File: src/mipsPkg.sv
`default_nettype none

package mipsPkg;

    typedef logic [31:0] wordT;
    typedef logic [4:0] cregAddrT;

    // Operand source chosen by the hazard unit
    typedef enum logic [1:0] {
        NOFORWARD,
        ALUOUTM,
        RESULTW
    } forwardT;

    // Anything outside the subset decodes to NOP
    typedef enum logic [3:0] {
        NOP,
        ADDU,
        SUBU,
        OR,
        SLT,
        ADDIU,
        LW,
        SW,
        BEQ,
        BNE,
        JR
    } decodedOpT;

    typedef struct packed {
        logic regWrite;
        logic memRead;
        logic memWrite;
        logic branch;
        logic jr;
        logic aluSrcImm;
    } ctlT;

endpackage

`default_nettype wire

File: src/memArbiter.sv
`timescale 1ns/1ps
`default_nettype none

module memArbiter #(
    parameter int memWords = 1024
) (
    input  logic                        progWe,
    input  logic [$clog2(memWords)-1:0] progAddr,
    input  mipsPkg::wordT               progData,
    input  mipsPkg::wordT               fetchAddr,
    output mipsPkg::wordT               fetchData,
    input  logic                        dataReq,
    input  logic                        dataWe,
    input  mipsPkg::wordT               dataAddr,
    input  mipsPkg::wordT               dataWdata,
    output mipsPkg::wordT               dataRdata,
    output logic                        fetchOk,
    output logic                        memWe,
    output logic [$clog2(memWords)-1:0] memAddr,
    output mipsPkg::wordT               memWdata,
    input  mipsPkg::wordT               memRdata
);
    localparam int addrW = $clog2(memWords);

    // Loader first, then the memory stage, fetch gets what is left
    always_comb begin
        memWe = 1'b0;
        memWdata = dataWdata;
        fetchOk = 1'b0;
        if (progWe) begin
            memWe = 1'b1;
            memAddr = progAddr;
            memWdata = progData;
        end else if (dataReq) begin
            memWe = dataWe;
            memAddr = dataAddr[addrW+1:2];
        end else begin
            memAddr = fetchAddr[addrW+1:2];
            fetchOk = 1'b1;
        end
    end

    assign fetchData = memRdata;
    assign dataRdata = memRdata;

endmodule

`default_nettype wire

File: config.mk
export PLATFORM = sky130hd
export DESIGN_NAME = memArbiter
export DESIGN_NICKNAME = d
export VERILOG_FILES = /design/src/mipsPkg.sv /design/src/memArbiter.sv
export SDC_FILE = /design/constraint.sdc
export NUM_CORES = 1
export LEC_CHECK = 0
export BUFFER_PORTS_ARGS = -buffer_cell sky130_fd_sc_hd__buf_2
export CAP_MARGIN = 30
export CORE_AREA = 3 3 109 111
export DETAILED_ROUTE_END_ITERATION = 8
export DIE_AREA = 0 0 112 114
export PLACE_DENSITY = 0.52
export SYNTH_ARGS = -nofsm -noshare
export SYNTH_HDL_FRONTEND = slang
export SYNTH_SLANG_ARGS = --single-unit
File: constraint.sdc
create_clock -name vclk -period 0.8
set_clock_uncertainty 0.1 [all_clocks]
set_input_delay 0.04 -clock vclk [all_inputs]
set_output_delay 0.04 -clock vclk [all_outputs]
set_load 0.005 [all_outputs]
==> impl_results.md <==
- WP data required: 0.66 ns
- # port buffers: 141
- Hold path start: memRdata[10]
- Final setup fails: 43
- Crit share post-route: 1.11
- GRT Util Overall: 0.0646
- # clk buffers: 0
- 1st-pass router iterations: 2
- Failing checks: negative setup slack
- Max-Cap Viols: 0
- Compound-Gate Fraction of Synth Area: 0.0472
- Cell Rows: 38
- Vias in the first global route: 1269
- Syn Nets: 308
- Area of the multi-input gates: 781 sq um
- Drt wl/cell: 13.5 um
- Critical Path Start Type: input pin
- Worst setup path category: in2out
- Die ar.: 12800 sq um
- Worst hold slack: 0.198 ns
- Power Density: 567 nW/um^2
- Synth Area in Simple Gates: 0.0339
- Layout cell share with drive strength beyond 1: 0.835
- Slew Viols, Final: 0
- Core Area: 10900 sq um
- Fillers: 1183
- Nets: 423
- Final hold violations: 0
- Worst hold path endpoint: fetchData[10]
- Initial Util: 0.112
- Remaining DRCs: 0
- Least-Margin Pin Slew: 0.200 ns
- Count of mapped cells out of synthesis: 135
- RSZ-0062 raised after global routing: yes
- Crit path DAT: 0.75 ns
- Main combinational cell family by area after synthesis: multiplexers
- DP Worst Slack: -0.204 ns
- Initial antenna violation count: 0
- Ports: 281
- CP Launch Point: progWe
- Crit Path Max Fanout: 7
- Chip height: 114 um
- Leading area contributor after synthesis: buf_4
- Mapped cell area: 1220 sq um
- Distinct cells, synth: 12
- Antenna viol nets, final: 0
- Global-route wire length before repair: 6.67 mm
- Seq Cell Count: 0
- Max Freq: 1.12 GHz
- Slack of the critical path: -0.0910 ns
- Synth top area cells: buf_4, mux2_4, mux2i_1
- Min-Delay Path Depth: 1
- Min-Delay Path Class: in2out
- Status: finished with violations
- Vias/cell: 3.42
- Max VDD drop: 194 uV
- Final Power: 1380 uW
- Crit. End Element: primary output
- Multiplexer share of the synthesized area: 0.464
- Post-synthesis sequential area ratio: 0
- Synth top area share: 0.394
- Routability congestion estimate: 0.763
- Die width: 112 um
- Antenna diodes: 0
- Avg Cell Area, Syn: 9.03 sq um
- Vias: 1328
- Pin count of the biggest net entering global routing: 17
- Reg area: 0 sq um
- Worst slew margin: 0.863
- Adder-cell area share of the yosys netlist: 0
- Post-DP HPWL: 3.74 mm
- Leak pwr: 0.00129 uW
- Detailed Route Iter0 Violations: 10
- Synth Area in XOR/XNOR: 0
- Min Tclk post-route: 0.891 ns
- Yosys warnings: 0
- Total Wirelength: 5.22 mm
- Total gr overflow: 0
- Synthesis-to-finish area growth: 101%
[synthesized netlist by cell type (all sizes together)]
master  instances
nor2            1
a21o            1
nand2          10
mux2i          10
buf            71
mux2           32
o21ai          10
[worst max-delay path: stages]
cell       delay (ns)
buf_16           0.14
clkbuf_16        0.16
mux2_4           0.29
buf_6            0.11
[kinds of logic after synthesis]
family | Yosys count
AOI/OAI and AO/OA | 11
buffers and inverters | 71
and+or+nand+nor | 11
muxes | 42
[cell usage in the layout, fill, tap and decap left out]
cell type,instances
buf_8,1
mux2i_1,8
buf_12,3
mux2i_4,1
a21o_1,1
buf_16,5
dlymetal6s4s_1,2
buf_6,31
nand2_2,7
dlygate4sd3_1,30
mux2i_2,1
nor2_4,1
buf_2,110
o21ai_2,10
mux2_4,32
nand2_4,3
clkbuf_16,2
[layout make-up]
cell class	instances	share of cell area
tap	140	0.0717
timing repair buffer	184	0.609
multi-input combinational	64	0.320
[power by group]
part           leakage [uW]  internal, uW  switching [uW]
clock                     0             0               0
combinational       0.00129           904             481
sequential                0             0               0
total               0.00129           904             481
[per-stage QoR]
step	utilization	std cells	instance area [sq um]	setup TNS, ns
2_1_floorplan	-	135	1220	0
3_3_place_gp	0.148	349	1610	-5.49
3_5_place_dp	0.148	349	1610	-5.98
4_1_cts	0.209	386	2270	-3.32
5_1_grt	0.224	388	2440	-3.94
6_report	0.224	388	2440	-2.92
[worst max path at each step]
stage	end	slack, ns	cells after the start
final	memWdata[9]	-0.09	4
after global routing	memWdata[14]	-0.11	4
after CTS	memWdata[30]	-0.1	4
after detailed placement	memWdata[30]	-0.20	4
after global placement	memWdata[24]	-0.18	4
after floorplan	memWdata[22]	0.04	3
[timing repair]
action / CTS / global route
cloned: 4 / 2
hold buffers: 32 / 0
pin swaps: 1 / 9
hold endpoints to repair: 64 / 0
buffers inserted: 1 / 1
endpoints found under the setup margin: 43 / 48
resized for setup: 45 / 33
[layer usage]
metal	vias to the layer above	GRT usage	share of wire
li1	619	-	-
met1	575	0.0686	0.31
met2	128	0.136	0.56
met3	6	0.0117	0.12
met4	0	0.00401	0.0036
met5	-	0	0
Note: power is estimated with default switching activity, not from simulation.
